===== src/source/rect_pkg.sv =====
//========================================
// Shared types of the remap pipeline
// Fixed-point formats, command fields
// and the pixel tag
//========================================
package rect_pkg;

	// Width of queue address and command count
	localparam int CMD_DEPTH_W = 15;

	// One Y or X entry of the command queue
	typedef logic [17:0] cmd_t;

	// Destination pixel fields
	typedef logic [9:0] xdst_t;
	typedef logic [8:0] ydst_t;
	typedef logic [6:0] len_t;

	// Travels alongside the arithmetic
	typedef struct packed {
		logic  valid;
		logic  last;
		xdst_t xdst;
		ydst_t ydst;
		len_t  len;
	} pix_tag_t;

	// Working value in signed Q1.24
	typedef logic signed [25:0] fix_t;
	// lx and ly held together through the divider delay
	typedef fix_t [1:0] fix_pair_t;
	// Matrix coefficient in signed Q0.24
	typedef logic signed [24:0] coef_t;
	// Inverse focal length scaled by 2^-32
	typedef logic [23:0] inv_focal_t;
	// Centre over focal length in Q0.24
	typedef logic [23:0] ofs_t;
	// Focal length in Q10.16
	typedef logic [25:0] focal_t;
	// Source coordinates in Q10.5 and Q9.5
	typedef logic [14:0] xsrc_t;
	typedef logic [13:0] ysrc_t;

endpackage


===== src/source/rect_recip_div.sv =====
//========================================
// Pipelined restoring divider for 1/w
//========================================
`timescale 1ns/1ps

module rect_recip_div #(
	// Quotient bits, one stage each, 22 to 26
	parameter int DIV_STAGES = 26
) (
	input  logic           clk,
	input  logic           rst_n,
	input  logic           en_i,
	input  rect_pkg::fix_t divisor_i,
	output rect_pkg::fix_t quotient_o
);
	import rect_pkg::*;

	localparam int FRAC = 24;
	localparam int REM_W = 27;
	// Dividend bits above the first quotient bit
	localparam logic [REM_W-1:0] REM_INIT = REM_W'(1) << (2 * FRAC - DIV_STAGES);
	// Largest positive Q1.24
	localparam fix_t QMAX = {1'b0, {25{1'b1}}};

	logic signed [REM_W-1:0] wide;
	logic [REM_W-1:0] mag;
	logic [REM_W-1:0] den_q [DIV_STAGES];
	logic [REM_W-1:0] rem_q [DIV_STAGES];
	logic [REM_W-1:0] shift_c [DIV_STAGES];
	logic [DIV_STAGES-1:0] fit_c;
	logic [DIV_STAGES-1:0] quo_q [DIV_STAGES];
	logic [DIV_STAGES:0] neg_q, sat_q;
	fix_t quo_mag;

	assign wide = divisor_i;
	assign mag = wide[REM_W-1] ? -wide : wide;

	// Trial subtract per stage
	always_comb begin
		for (int k = 0; k < DIV_STAGES; k++) begin
			shift_c[k] = {rem_q[k][REM_W-2:0], 1'b0};
			fit_c[k] = (shift_c[k] >= den_q[k]);
		end
	end

	//========================================
	// Remainder and quotient stages
	//========================================
	always_ff @(posedge clk) begin
		if (en_i) begin
			den_q[0] <= mag;
			rem_q[0] <= REM_INIT;
			for (int k = 1; k < DIV_STAGES; k++) begin
				den_q[k] <= den_q[k-1];
				rem_q[k] <= fit_c[k-1] ? shift_c[k-1] - den_q[k-1] : shift_c[k-1];
			end
			// MSB first
			quo_q[0] <= DIV_STAGES'(fit_c[0]);
			for (int k = 1; k < DIV_STAGES; k++) begin
				quo_q[k] <= {quo_q[k-1][DIV_STAGES-2:0], fit_c[k]};
			end
		end
	end

	// Sign and overflow carried down with the data
	always_ff @(posedge clk) begin
		if (!rst_n) begin
			neg_q <= '0;
			sat_q <= '0;
		end else if (en_i) begin
			neg_q <= {neg_q[DIV_STAGES-1:0], divisor_i[25]};
			// Quotient too large for the stage count
			sat_q <= {sat_q[DIV_STAGES-1:0], (mag <= REM_INIT)};
		end
	end

	// Clamp to Q1.24 range, then restore the sign
	assign quo_mag = (sat_q[DIV_STAGES] || (32'(quo_q[DIV_STAGES-1]) > 32'(QMAX))) ?
		QMAX : fix_t'(quo_q[DIV_STAGES-1]);
	assign quotient_o = neg_q[DIV_STAGES] ? -quo_mag : quo_mag;

endmodule


===== config.mk =====
export PLATFORM = sky130hd
export DESIGN_NAME = rect_recip_div
export DESIGN_NICKNAME = d
export VERILOG_FILES = /design/src/source/rect_pkg.sv /design/src/source/rect_recip_div.sv
export SDC_FILE = /design/constraint.sdc
export NUM_CORES = 2
export LEC_CHECK = 0
export BUFFER_PORTS_ARGS = -buffer_cell sky130_fd_sc_hd__buf_2
export CORE_UTILIZATION = 63
export DETAILED_ROUTE_END_ITERATION = 8
export HOLD_SLACK_MARGIN = 0.08
export PLACE_DENSITY = 0.79
export SLEW_MARGIN = 5
export SYNTH_ARGS = -nofsm -noshare
export SYNTH_HDL_FRONTEND = slang
export SYNTH_SLANG_ARGS = --single-unit

===== constraint.sdc =====
create_clock -name clk -period 9.7 [get_ports clk]
set_input_delay 0.485 -clock clk [delete_from_list [all_inputs] [get_ports clk]]
set_output_delay 0.485 -clock clk [all_outputs]
set_load 0.01 [all_outputs]

==> metrics.md <==
| Metric | Value |
|---|---|
| Row cnt | `between 100 and 150` |
| Die width | `roughly 400 um` |
| Most frequent cells in the layout | `edfxtp_1 (1,703), inv_1 (879), ha_1 (677)` |
| Clock Sinks | `around 1,800` |
| Min Tclk post-route | `approximately 4.5 ns` |
| Leakage | `roughly 43 nW` |
| Critical path class | `flop to output port` |
| Post-Synthesis Cells | `about 8,200` |
| RSZ-0062 raised after global routing | `false` |
| Critical path data arrival time | `4.01 ns` |
| Crit-path max FO | `36` |
| Routed WL | `a little over 200,000 um` |
| EDFF count, synth | `roughly 1,700` |
| Total GRT Usage | `a little over a quarter` |
| Combinational power share | `between 40 and 50%` |
| Run status | `finished clean` |
| Max-Cap Viols | `0` |
| Synthesized Nets | `8,935` |
| GRT overflow | `0` |
| Post-synth ARST share | `0%` |
| Global-route wire length before repair | `roughly 330,000 um` |
| Sequential share of power | `approximately 36%` |
| CTS tree | `built` |
| Slowest cell on crit path | `o41ai_1` |
| Clock Tree Root | `clkbuf_16` |
| Cell variety after synth | `97` |
| H-tree Lvls | `4` |
| Worst Setup End Kind | `output port` |
| Total number of vias | `approximately 63,000` |
| Worst r2r src | `den_q[0][43]$_DFFE_PP_` |
| Die area | `roughly 150,000 um^2` |
| Drt pass-1 iters | `6` |
| Port Buf Inserts | `between 50 and 60` |
| Final Hold Fails | `0` |
| Vias in the first global route | `about 61,000` |
| Sequential Area | `52,200 um^2` |
| DR vias/cell | `roughly 6.0` |
| CTS Buffer Depth | `3` |
| Slew Viols, Final | `0` |
| Slew headroom | `~18%` |
| Pwr/cell area | `~310 nW/um^2` |
| Number of buffers created by CTS | `~180` |
| Measured slew at the worst slew-check pin | `~1.2 ns` |
| Multi-input gate area | `~40,000 um^2` |
| Die Height | `slightly below 400 um` |
| Antenna cells | `0` |
| Crit path launch type | `flop` |
| Post-CTS Hold Buffers | `25` |
| Synth warnings | `0` |
| CP max stage delay | `just over 1 ns` |
| Fmax | `between 200 and 250 MHz` |
| Clock Power Share | `between 20 and 25%` |
| Synth Flop Type | `edfxtp_1` |
| Post-DRT Antenna Nets | `0` |
| Syn-to-layout area delta | `9.23%` |
| Hpwl dp | `around 150,000 um` |
| # fillers | `about 11,000` |
| Pwr Total | `approximately 0.033 W` |
| Setup_tns | `0 ns` |
| Starting Density | `63.4%` |
| Worst setup path start | `sat_q[26]$_SDFFE_PN0P_` |
| Fin crit share | `between 40 and 50%` |
| Nets | `between 9,000 and 10,000` |
| Switching power | `roughly 0.012 W` |
| Commonest non-fill, non-tap cell in the layout | `edfxtp_1` |
| Maximum VDD drop | `0.219 mV` |
| WL/cell | `19.6 um` |
| IO Count | `55` |
| Setup slack at placement | `5.63 ns` |
| Setup violators final | `0` |
| GPL Wtd Cong | `approximately 0.94` |
| Sw frac | `between 30% and 40%` |
| Worst-path clk slew | `roughly 0.07 ns` |
| Internal power | `between 0.02 and 0.025 W` |
| Largest net degree at the start of global routing | `around 170` |
| FF+latch count, synth | `between 1,500 and 2,000` |
| Post-Syn Area | `slightly below 100,000 um^2` |
| CP required | `9.22 ns` |
| DRT iter0 DRCs | `5,217` |
| Layout cells sized above 1 | `9.87%` |
| Min-Delay Startpoint | `divisor_i[1]` |
| HP Class | `input port to flop` |
| Hold slack | `about 0.13 ns` |
| Post-CTS Setup Inserts | `0` |
| Register area share after synthesis | `between 50% and 60%` |
| Clock Latency Late Sink | `roughly 0.81 ns` |
| Remaining DRCs | `0` |
| Initial antenna violation count | `1` |
| Clk_skew | `approximately 0.041 ns` |
| Core area | `about 150,000 um^2` |
| Crit-path cells | `or2_2 > o41ai_1 > nand4_1 > a21oi_1 > nand2_1 > a22o_1 > buf_2` |
| Final worst slack | `5.20 ns` |
| # resized after CTS | `0` |
| Avg Cell Area, Syn | `around 12 um^2` |
-- final timing paths --
kind / endpoint / slack (ns) / depth (start not counted)
max: quotient_o[23] / 5.20 / 7
min: den_q[0][1]$_DFFE_PP_ / 0.13 / 3
max reg2reg: rem_q[0][76]$_DFFE_PP_ / 5.56 / 11
min reg2reg: quo_q[3][5]$_DFFE_PP_ / 0.41 / 0
-- cells in the mapped netlist, drive strengths merged (17+ instances only) --
cell     count  area [um^2]
a2111oi     18          183
a211o       18          158
a211oi      42          315
a21boi      41          308
a21o       264         1980
a21oi      541         2710
a311oi      17          168
a31o        18          158
a31oi       77          541
and2        41          257
and3        71          444
buf         39          263
clkbuf     102          383
dfxtp       54         1080
edfxtp    1703        51100
fa          24          480
ha         677         8470
inv        882         3310
mux2       403         4700
mux2i       83          831
nand2      459         1720
nand2b      62          388
nand3      148          741
nand4       59          369
nor2       513         1930
nor2b      158          988
nor3       129          651
nor4        29          196
o211ai      45          389
o21a       134         1010
o21ai      414         2110
o21bai      67          503
o31a        23          201
o31ai       66          510
o41ai       20          175
or2         25          156
or3         43          269
xnor2      308         2700
xor2       192         1680
-- per-layer routing --
layer / wire length (um) / global-route usage (%) / up-vias / part of all wire (%)
met5: 8 / 0 / - / 0.0039
met2: 101000 / 44.4 / 1796 / 49
met4: 4910 / 7.44 / 2 / 2.4
li1: - / - / 30501 / -
met1: 90900 / 36.4 / 30817 / 44
met3: 10500 / 3.38 / 336 / 5.1
-- worst max-delay path: cells and delay by family (launching register included) --
kind,cells,cell delay [ns]
AO/OA/AOI/OAI,3,1.62
buffers and inverters,1,0.13
flip-flops,1,0.35
AND/OR/NAND/NOR,3,1.11
-- through the flow --
| stage | std cells | utilization [%] | area [um^2] |
|---|---|---|---|
| final | 10549 | 69.3 | 105000 |
| after global routing | 10549 | 69.3 | 105000 |
| after CTS | 10549 | 69.3 | 105000 |
| after detailed placement | 10182 | 65.1 | 98900 |
| after global placement | 10182 | 65.1 | 98900 |
| after floorplan | 8205 | - | 96300 |
-- sequential cells by signal (all words and copies together) (netlist names) --
name and count:
sat_q 27, neg_q 27, den_q 702, rem_q 650, quo_q 351
-- final cells by class --
type,count,share of cell area (%)
Sequential cell,1757,49.6
Multi-Input combinational cell,5425,38.2
Clock buffer,220,4.52
Inverter,882,3.15
Tap cell,2030,2.41
Clock inverter,122,1.24
Timing Repair Buffer,113,0.823
-- power groups by stage --
stage               registers (W)  logic (W)  clock network, W
CTS                        0.0118     0.0136           0.00721
global route               0.0119     0.0152           0.00750
floorplan                  0.0113     0.0108                 0
global placement           0.0119     0.0131                 0
detailed placement         0.0119     0.0134                 0
finish                     0.0118     0.0137           0.00708
-- logic make-up (layout without fill, tap and decap cells) --
| group | Yosys count | in the layout | synth area share (%) |
|---|---|---|---|
| buffers and inverters | 1023 | 1337 | 4.11 |
| adder cells (fa/ha/maj) | 701 | 701 | 9.29 |
| AND/OR/NAND/NOR | 1800 | 1800 | 8.94 |
| XOR/XNOR | 500 | 500 | 4.55 |
| AO/OA/AOI/OAI | 1937 | 1937 | 13.2 |
| multiplexers | 486 | 486 | 5.74 |
| flip-flops | 1757 | 1757 | 54.2 |
| other | 1 | 1 | 0.00389 |
Note: power is estimated with default switching activity, not from simulation.
