File: config.mk
export PLATFORM = sky130hd
export DESIGN_NAME = rect_run_decoder
export DESIGN_NICKNAME = d
export VERILOG_FILES = /design/src/source/rect_pkg.sv /design/src/source/rect_run_decoder.sv
export SDC_FILE = /design/constraint.sdc
export NUM_CORES = 1
export LEC_CHECK = 0
export ABC_AREA = 1
export BUFFER_PORTS_ARGS = -buffer_cell sky130_fd_sc_hd__buf_4
export CORE_AREA = 2 2 158 98
export DETAILED_ROUTE_END_ITERATION = 8
export DIE_AREA = 0 0 160 100
export MAX_ROUTING_LAYER = met4
export SLEW_MARGIN = 25
export SYNTH_ARGS = -nofsm -noshare
export SYNTH_HDL_FRONTEND = slang
export SYNTH_SLANG_ARGS = --single-unit
File: constraint.sdc
create_clock -name clk -period 3.3 [get_ports clk]
set_input_delay 0.33 -clock clk [delete_from_list [all_inputs] [get_ports clk]]
set_output_delay 0.33 -clock clk [all_outputs]
set_load 0.02 [all_outputs]
File: src/source/rect_pkg.sv
//========================================
// Shared types of the remap pipeline
// Fixed-point formats, command fields
// and the pixel tag
//========================================
package rect_pkg;

	// Width of queue address and command count
	localparam int CMD_DEPTH_W = 15;

	// One Y or X entry of the command queue
	typedef logic [17:0] cmd_t;

	// Destination pixel fields
	typedef logic [9:0] xdst_t;
	typedef logic [8:0] ydst_t;
	typedef logic [6:0] len_t;

	// Travels alongside the arithmetic
	typedef struct packed {
		logic  valid;
		logic  last;
		xdst_t xdst;
		ydst_t ydst;
		len_t  len;
	} pix_tag_t;

	// Working value in signed Q1.24
	typedef logic signed [25:0] fix_t;
	// lx and ly held together through the divider delay
	typedef fix_t [1:0] fix_pair_t;
	// Matrix coefficient in signed Q0.24
	typedef logic signed [24:0] coef_t;
	// Inverse focal length scaled by 2^-32
	typedef logic [23:0] inv_focal_t;
	// Centre over focal length in Q0.24
	typedef logic [23:0] ofs_t;
	// Focal length in Q10.16
	typedef logic [25:0] focal_t;
	// Source coordinates in Q10.5 and Q9.5
	typedef logic [14:0] xsrc_t;
	typedef logic [13:0] ysrc_t;

endpackage

File: src/source/rect_run_decoder.sv
//========================================
// Run decoder
// Y and X commands to destination pixels
//========================================
`timescale 1ns/1ps

module rect_run_decoder (
	input  logic               clk,
	input  logic               rst_n,
	input  logic               en_i,
	input  rect_pkg::cmd_t     cmd_data_i,
	input  logic               cmd_valid_i,
	input  logic               cmd_last_i,
	output logic               cmd_ready_o,
	output rect_pkg::pix_tag_t tag_o
);
	import rect_pkg::*;

	ydst_t row_q;
	xdst_t col_q;
	len_t len_q;
	len_t rem_q;
	logic last_run_q;
	logic accept;
	logic is_y;

	// Next command only once the current run is empty
	assign cmd_ready_o = (rem_q == '0);
	assign accept = cmd_valid_i && cmd_ready_o && en_i;
	// Zero length field marks a Y command
	assign is_y = (cmd_data_i[6:0] == '0);

	//========================================
	// Run state
	//========================================
	always_ff @(posedge clk) begin
		if (!rst_n) begin
			row_q <= '0;
			col_q <= '0;
			len_q <= '0;
			rem_q <= '0;
			last_run_q <= 1'b0;
		end else if (accept) begin
			if (is_y) begin
				// Row in bits 16..8
				row_q <= cmd_data_i[16:8];
			end else begin
				// ydif bumps the row by one
				row_q <= row_q + ydst_t'(cmd_data_i[7]);
				col_q <= cmd_data_i[17:8];
				len_q <= cmd_data_i[6:0];
				rem_q <= cmd_data_i[6:0];
				last_run_q <= cmd_last_i;
			end
		end else if (en_i && (rem_q != '0)) begin
			col_q <= col_q + 1'b1;
			rem_q <= rem_q - 1'b1;
		end
	end

	// One pixel per advancing cycle
	always_ff @(posedge clk) begin
		if (!rst_n) begin
			tag_o <= '0;
		end else if (en_i) begin
			tag_o.valid <= (rem_q != '0);
			// Final pixel of a run from the last word
			tag_o.last <= last_run_q && (rem_q == len_t'(1));
			tag_o.xdst <= col_q;
			tag_o.ydst <= row_q;
			tag_o.len <= len_q;
		end
	end

endmodule

==> results of run 1 <==
[registers in the layout, indices dropped and copies added, names as in the netlist]
name / flops
tag_o: 28
last_run_q: 1
rem_q: 7
row_q: 9
col_q: 10
len_q: 7
[placed cells by master, fill, tap and decap left out, drive strengths merged]
master      n
nand3      36
a21oi      34
or2         2
bufinv      1
dfxtp      62
inv        39
buf        52
nor3        1
nand4      22
clkinv      3
nor2       87
ha          6
clkinvlp    1
o21ai      36
clkbuf     11
xor2        7
nand2     117
[routing by layer]
metal,vias to the layer above,global-route usage (%)
met5,-,-
met4,0,4.37
met3,11,3.26
met2,69,16.6
met1,1317,16.5
li1,1605,-
[layout make-up]
type | count | area, um2
fill | 1661 | 10700
sequential | 62 | 1240
timing repair buffer | 52 | 390
tap | 203 | 254
clock buffer | 11 | 243
clock inverter | 4 | 47.5
inverter | 40 | 153
multi-input combinational | 348 | 1740
[power breakdown]
part	switching (mW)	total, mW	internal, mW
Sequential	0.118	1.01	0.890
Combinational	0.787	1.23	0.445
Clock	0.337	0.934	0.598
Total	1.24	3.17	1.93
[critical path, delay by kind of cell (launching register included)]
family | cells | cell delay [ns]
and+or+nand+nor | 7 | 1.37
DFF | 1 | 0.31
adders and majority gates | 1 | 0.23
buffers and inverters | 1 | 0.16
[final timing paths]
check / from / to / cells past startpoint
setup / recovery: rem_q[0] / col_q[6] / 9
setup reg to reg: rem_q[0] / col_q[6] / 9
hold reg to reg: len_q[3] / len_q[3] / 2
hold / removal: cmd_data_i[5] / len_q[5] / 3
[cells by family after synthesis]
kind of cell             count (synthesis)  share of synthesized area [%]
AND/OR/NAND/NOR                        265                           38.1
buffers and inverters                   66                           9.62
flip-flops                              62                           37.6
AO/OA/AOI/OAI                           70                           10.6
XOR/XNOR                                 7                           1.86
adder cells (fa/ha/maj)                  6                           2.27
==> metrics.txt, run 1 <==
Netlist cell types=30; Routed met1 length=4.64 mm; Seq/Total Area, Yosys=37.6%; Mapped Avg Cell Area=6.94 um2; remaining global-route overflow=0; height of the die=100 um; clk_lat worst skew=0.34 ns; DR WL/cell=12.4 um; synthesized netlist cell count=476; Sink Count=62; Final period util=66.3%; H-tree depth=3; maximum vdd drop=386 uV; Initial Util=22.3%; synth cell count leaders=nand2_1, nor2_1, dfxtp_1, inv_1, a21oi_1; Worst slew margin=65.6%; Setup Fix Bufs, Post-CTS=0; routed wire length=8.92 mm; crit path kind=flop to flop; static leakage=1.86 nW; DIE WIDTH=160 um; placed instance area=3780 um2; DRC=0; count leader, synth=nand2_1; first-pass GRT wire length=14.5 mm; worst hold slack=0.253 ns; WL met3=444 um; type of the worst min-delay path=input pin to flop; Placed Instances=705; reg2reg setup slack=1.11 ns; CP Cell Sequence=inv_1 -> ha_1 -> nand2_4 -> nor2_8 -> nand3_4 -> nor2_4 -> nor2_8 -> nor2_1 -> nor2_1; number of core rows=35; Via density=4.17; CTS tree=yes; PwrDens=779 nW/um2; Post-synth ARST share=0%; DRT Pass-1 Iters=5; antenna diode count=0; Clock Skews=0.00715 ns; full die area=16000 um2; Hold Fails Final Rpt=0; Post-synth EDFFs=0; slowest CP cell=nand3_4; share of layout cells above drive strength 1=18.0%; post-synth top area share=37.6%; Ys Warns=0; Yosys top cell by area=dfxtp_1; initial DRC count=178; CP endpoint kind=flop; maximum clock insertion buffer count=2; RSZ-0062 raised after global routing=false; via count=3002; status=completed; IO Pins=52; final setup fails=0; Req. time, crit path=3.53 ns; Crit path largest cell delay=0.39 ns; worst-case setup margin in the final layout=1.11 ns; clk root buf=clkbuf_16; post_cts resized=0; max cap viols=0; Worst EP arrival=2.41 ns; TritonCTS Buffers=9; Placer Congestion=0.862; Finished Layout Cells=720; pin count of the biggest net entering global routing=49; post-layout util=27.5%; top sig layer=met4; worst-path fanout max=30; Sum Neg Setup Slack=0 ns; CTS clk-pin slew, worst paths=0.06 ns; Mapped Area=3300 um2; Layout area overhead=23.3%; initial antenna violation count=0; FF+latch count, synth=62; met2 wire len=3.71 mm; vias in the first global route=2771; DPL Wire Length=6.28 mm; GRT Util Overall=11.9%; top cells by area, synth=dfxtp_1, nand2_1, nor2_1; area of the core=14800 um2; Tot Pwr=3.17 mW; Worst-Margin Slew=0.516 ns; post-route cell area=4070 um2; Net Count, Synth=505; hold buffers post-CTS=0; startpoint types=flop; Buffers on Ports=51; remaining antenna violation count=0; Max Freq=0.457 GHz; final net count=542; Tmin final=2.19 ns; final count of pins violating max slew=0; Most used DFF post-synth=dfxtp_1; Setup WS pre-CTS=1.13 ns
Power figures use the tool's default switching activity.
==> run 2: changes to the inputs <==
clock period = 2.25 ns   (was 3.3 ns; I/O delays follow)
==> run 2 against run 1 <==
Wire length is 2.8% higher. Worst hold slack worse by 0.12 ns. Power increased by 47%. Design area is 0.86% higher. Combinational power is 52% higher.
==> metrics.txt, run 2 (synthesis results as in run 1) <==
status=completed (unchanged); Placed Instances=710 (was 705); CTS tree=yes (unchanged); slowest CP cell=dfxtp_1 (was nand3_4); Req. time, crit path=2.03 ns (was 3.53 ns); post-route cell area=4110 um2 (was 4070 um2); area of the core=14800 um2 (unchanged); Crit path largest cell delay=0.31 ns (was 0.39 ns); biggest regs=tag_o: 28 flops, col_q: 10 flops, row_q: 9 flops (unchanged); max FFs per register=28 (unchanged); share of layout cells above drive strength 1=18.9% (was 18.0%); Worst EP arrival=1.70 ns (was 2.41 ns); CP Cell Sequence=inv_1 -> ha_1 -> nand2_4 -> nor2_8 -> buf_4 -> buf_4 (was inv_1 -> ha_1 -> nand2_4 -> nor2_8 -> nand3_4 -> nor2_4 -> nor2_8 -> nor2_1 -> nor2_1); Layout area overhead=24.4% (was 23.3%); IO Pins=52 (unchanged); hold buffers post-CTS=0 (unchanged); first-pass GRT wire length=15.1 mm (was 14.5 mm); initial DRC count=287 (was 178); most frequent CP cell=buf_4; Worst slew margin=65.7% (was 65.6%); type of the worst min-delay path=input pin to flop (unchanged); height of the die=100 um (unchanged); final setup fails=0 (unchanged); DIE WIDTH=160 um (unchanged); reg2reg path depth=10 (was 9); Finished Layout Cells=726 (was 720); crit path kind=flop to primary output (was flop to flop); GRT Util Overall=12.4% (was 11.9%); pin count of the biggest net entering global routing=30 (was 49); H-tree depth=3 (unchanged); DRT Pass-1 Iters=5 (unchanged); Clock Skews=0.00610 ns (was 0.00715 ns); clk_lat worst skew=0.34 ns (about the same); Tot Pwr=4.67 mW (was 3.17 mW); static leakage=1.88 nW (was 1.86 nW); Min-Delay Endpoint=last_run_q (was len_q[5]); placed instance area=3820 um2 (was 3780 um2); post_cts resized=0 (unchanged); startpoint types=flop (unchanged); Via density=4.26 (was 4.17); antenna diode count=0 (unchanged); Hold Fails Final Rpt=0 (unchanged); Tmin final=1.93 ns; Worst-Margin Slew=0.514 ns (was 0.516 ns); PwrDens=1140 nW/um2 (was 779 nW/um2); remaining antenna violation count=0 (unchanged); Initial Util=22.3% (unchanged); DPL Wire Length=6.55 mm (was 6.28 mm); Final period util=85.8%; DRC=0 (unchanged); via count=3091 (was 3002); max cap viols=0 (unchanged); largest reg by FF count=tag_o (unchanged); CP endpoint kind=primary output (was flop); initial antenna violation count=0 (unchanged); routed wire length=9.17 mm (was 8.92 mm); Placer Congestion=0.821 (was 0.862); fill cell count=1665 (was 1661); vias in the first global route=2936 (was 2771); Buffers on Ports=51 (unchanged); number of core rows=35 (unchanged); Sink Count=62 (unchanged); clk root buf=clkbuf_16 (unchanged); RSZ-0062 raised after global routing=false (unchanged); R2R Path End=col_q[9] (was col_q[6]); remaining global-route overflow=0 (unchanged); FF-to-FF Start=rem_q[0] (unchanged); Worst Path Buf+Inv=3 (was 1); commonest non-fill, non-tap cells in the layout=nand2_1, nor2_1, dfxtp_1 (unchanged); maximum vdd drop=574 uV (was 386 uV); final count of pins violating max slew=0 (unchanged); TritonCTS Buffers=9 (unchanged); maximum clock insertion buffer count=2 (unchanged); Hold Path Depth=3 (unchanged); Sum Neg Setup Slack=0 ns (unchanged); worst hold slack=0.136 ns (was 0.253 ns); Largest delay share family, worst path=buffers and inverters (was simple AND/OR/NAND/NOR gates); full die area=16000 um2 (unchanged); worst-path fanout max=18 (was 30); reg2reg setup slack=0.41 ns (was 1.11 ns); Setup Fix Bufs, Post-CTS=0 (unchanged); DR WL/cell=12.6 um (was 12.4 um); final net count=547 (was 542); CTS clk-pin slew, worst paths=0.05 ns (was 0.06 ns); Hold Crit Start=cmd_last_i (was cmd_data_i[5]); commonest non-fill, non-tap cell in the layout=nand2_1 (unchanged); Max Freq=0.518 GHz
==> run 2: cell types whose count changed in the layout (fill, tap and decap cells not counted), sizes merged <==
cell	delta
bufinv	-1
clkbuf	+2
buf	+5
==> run 2: worst register-to-register path, stage by stage, from the launching register on <==
cell,delay [ns]
dfxtp_1,0.31
inv_1,0.18
ha_1,0.23
nand2_4,0.07
nor2_8,0.13
buf_4,0.26
nor2_8,0.07
inv_4,0.23
nand3_1,0.12
nand2_1,0.10
nor2_1,0.04
==> run 2: through the flow <==
step | utilization (%) | setup WS (ns)
3_5_place_dp | 25.8 | 0.425
4_1_cts | 27.8 | 0.312
2_1_floorplan | - | 0.732
3_3_place_gp | 25.8 | 0.451
6_report | 27.8 | 0.320
5_1_grt | 27.8 | 0.221
==> run 2: final cells by class <==
class                           count  area [um2]  area share [%]
Sequential cell                    62        1240            30.2
Clock buffer                       13         270            6.58
Timing Repair Buffer               57         428            10.4
Tap cell                          203         254            6.18
Multi-Input combinational cell    348        1740            42.5
Clock inverter                      3        17.5           0.426
Inverter                           40         153            3.72
==> run 2: metal layers <==
| layer | track usage, % | vias up | share of wire (%) |
|---|---|---|---|
| met4 | 4.44 | 0 | 1.8 |
| met1 | 17.0 | 1375 | 52 |
| met3 | 3.43 | 17 | 5.6 |
| met2 | 17.3 | 79 | 40 |
| li1 | - | 1620 | - |
| met5 | - | - | 0 |
==> run 2: how the worst max path moves through the flow <==
| stage | from | endpoint | slack [ns] | cells past startpoint |
|---|---|---|---|---|
| after global placement | rem_q[0] | col_q[5] | 0.45 | 9 |
| after floorplan | rem_q[0] | col_q[8] | 0.73 | 11 |
| after global routing | rem_q[0] | cmd_ready_o | 0.22 | 6 |
| after detailed placement | rem_q[0] | col_q[5] | 0.42 | 9 |
| final | rem_q[0] | cmd_ready_o | 0.32 | 6 |
| after CTS | rem_q[0] | cmd_ready_o | 0.31 | 6 |
==> run 2: power breakdown <==
part	internal, mW	switching [mW]	total (mW)
Clock	0.831	0.497	1.33
Sequential	1.30	0.164	1.47
Combinational	0.675	1.20	1.87
==> run 3: changes to the inputs <==
BUFFER_PORTS_ARGS = not set   (was -buffer_cell sky130_fd_sc_hd__buf_4)
CORE_AREA = 2 2 104 66   (was 2 2 158 98)
DIE_AREA = 0 0 106 68   (was 0 0 160 100)
DONT_BUFFER_PORTS = 1   (was not set)
PLACE_DENSITY = 0.68   (was not set)
==> run 3 against run 2 <==
Sequential share of layout area increased by 5.1 points. Design area fell by 14%. Flip-flop and latch count did not move. Power down 10%. Wire length down 9.9%. Critical path type is now flop to flop. Critical endpoint is now col_q[2]. Largest cell class unchanged.
==> metrics.txt, run 3 (synthesis results as in run 1) <==
Worst slew margin=36.3% (was 65.7%); type of the worst min-delay path=input pin to flop (unchanged); final setup fails=0 (unchanged); remaining global-route overflow=0 (unchanged); Initial Util=51.9% (was 22.3%); Worst-Margin Slew=0.953 ns (was 0.514 ns); routed wire length=8.26 mm (was 9.17 mm); max cap viols=0 (unchanged); biggest regs=tag_o: 28 flops, col_q: 10 flops, row_q: 9 flops (unchanged); antenna diode count=0 (unchanged); vias in the first global route=2724 (was 2936); clk_lat worst skew=0.35 ns (was 0.34 ns); Clock Skews=0.0126 ns (was 0.00610 ns); final net count=497 (was 547); worst-path fanout max=16 (was 18); largest reg by FF count=tag_o (unchanged); remaining antenna violation count=0 (unchanged); DR WL/cell=14.7 um (was 12.6 um); clk root buf=clkbuf_8 (was clkbuf_16); share of layout cells above drive strength 1=9.51% (was 18.9%); IO Pins=52 (unchanged); static leakage=1.58 nW (was 1.88 nW); commonest non-fill, non-tap cell in the layout=nand2_1 (unchanged); H-tree depth=3 (unchanged); Sum Neg Setup Slack=0 ns (unchanged); CP endpoint kind=flop (was primary output); Sink Count=62 (unchanged); Hold Fails Final Rpt=0 (unchanged); CTS tree=yes (unchanged); final count of pins violating max slew=0 (unchanged); commonest non-fill, non-tap cells in the layout=nand2_1, nor2_1, dfxtp_1 (unchanged); Worst EP arrival=2.16 ns (was 1.70 ns); Max Freq=0.520 GHz (was 0.518 GHz); status=completed (unchanged); maximum vdd drop=438 uV (was 574 uV); PwrDens=1190 nW/um2 (was 1140 nW/um2); pin count of the biggest net entering global routing=48 (was 30); Layout area overhead=6.44% (was 24.4%); max FFs per register=28 (unchanged); maximum clock insertion buffer count=2 (unchanged); DPL Wire Length=5.27 mm (was 6.55 mm); TritonCTS Buffers=9 (unchanged); DIE WIDTH=106 um (was 160 um); RSZ-0062 raised after global routing=false (unchanged); height of the die=68 um (was 100 um); first-pass GRT wire length=13.6 mm (was 15.1 mm); DRT Pass-1 Iters=4 (was 5); DRC=0 (unchanged); crit path kind=flop to flop (was flop to primary output); Finished Layout Cells=560 (was 726); Via density=5.24 (was 4.26); startpoint types=flop (unchanged); Tmin final=1.92 ns (was 1.93 ns); Final period util=85.4% (was 85.8%); full die area=7210 um2 (was 16000 um2); via count=2932 (was 3091); initial antenna violation count=0 (unchanged); Hold Path Depth=2 (was 3); Placed Instances=539 (was 710); Req. time, crit path=2.49 ns (was 2.03 ns); CTS clk-pin slew, worst paths=0.08 ns (was 0.05 ns); GRT Util Overall=25.3% (was 12.4%); number of core rows=23 (was 35); fill cell count=613 (was 1665); area of the core=6360 um2 (was 14800 um2); Placer Congestion=0.851 (was 0.821); Buffers on Ports=0 (was 51); initial DRC count=209 (was 287); Setup Fix Bufs, Post-CTS=0 (unchanged); reg2reg path depth=10 (unchanged)
-- run 3: changes by cell type in the layout (fill, tap and decap cells not counted), sizes merged --
cell and delta:
clkbuf -4, clkinv -1, dlygate4sd3 +5, inv +3, bufinv +1, clkinvlp +1, buf -55
-- run 3: what timing repair did --
item	in CTS	in global routing
endpoints found under the hold margin	39	2
gates resized for setup	0	0
hold buffers	4	1
-- run 3: worst max-delay path, cell delays in order (launching register included) --
cell	delay, ns
dfxtp_1	0.32
inv_1	0.17
ha_1	0.23
nand2_4	0.08
nor2_8	0.22
nand3_4	0.26
buf_4	0.27
nand2_1	0.07
nand2_1	0.05
nor2_1	0.10
nor2_1	0.05
-- run 3: where the power goes --
group	switching (mW)	internal [mW]
registers	0.225	1.30
clock network	0.498	0.524
logic	1.05	0.586
-- run 3: final timing paths --
| check | start | endpoint | slack, ns |
|---|---|---|---|
| setup / recovery | rem_q[0] | col_q[2] | 0.33 |
| hold / removal | rst_n | tag_o[2] | 0.01 |
| setup reg to reg | rem_q[0] | col_q[2] | 0.33 |
| hold reg to reg | len_q[1] | len_q[1] | 0.47 |
-- run 3: stage by stage --
stage / total power, mW / setup WS (ns) / hold WS, ns / area [um2] / utilization, %
floorplan: 3.01 / 0.732 / 0.371 / 3300 / -
global placement: 3.13 / 0.384 / 0.319 / 3260 / 51.3
detailed placement: 3.15 / 0.342 / 0.323 / 3260 / 51.3
CTS: 4.19 / 0.323 / 0.0000619 / 3510 / 55.1
global route: 4.49 / 0.125 / 0.00868 / 3520 / 55.3
finish: 4.19 / 0.327 / 0.0114 / 3520 / 55.3
-- run 3: area by class of cell --
cell class	instances	area, um2	share of cell area [%]
flip-flops and latches	62	1240	35.3
clock buffers	9	124	3.52
well taps	87	109	3.10
clock inverters	7	80.1	2.28
multi-input cells	348	1740	49.6
inverters	40	153	4.34
repair buffers	7	65.1	1.85
-- run 3: metal layers --
metal | part of all wire [%] | up-vias | global-route usage, %
met2 | 42 | 88 | 38.0
met5 | 0 | - | -
li1 | - | 1519 | -
met3 | 7.4 | 4 | 7.14
met4 | 0.52 | 0 | 7.24
met1 | 50 | 1321 | 33.5
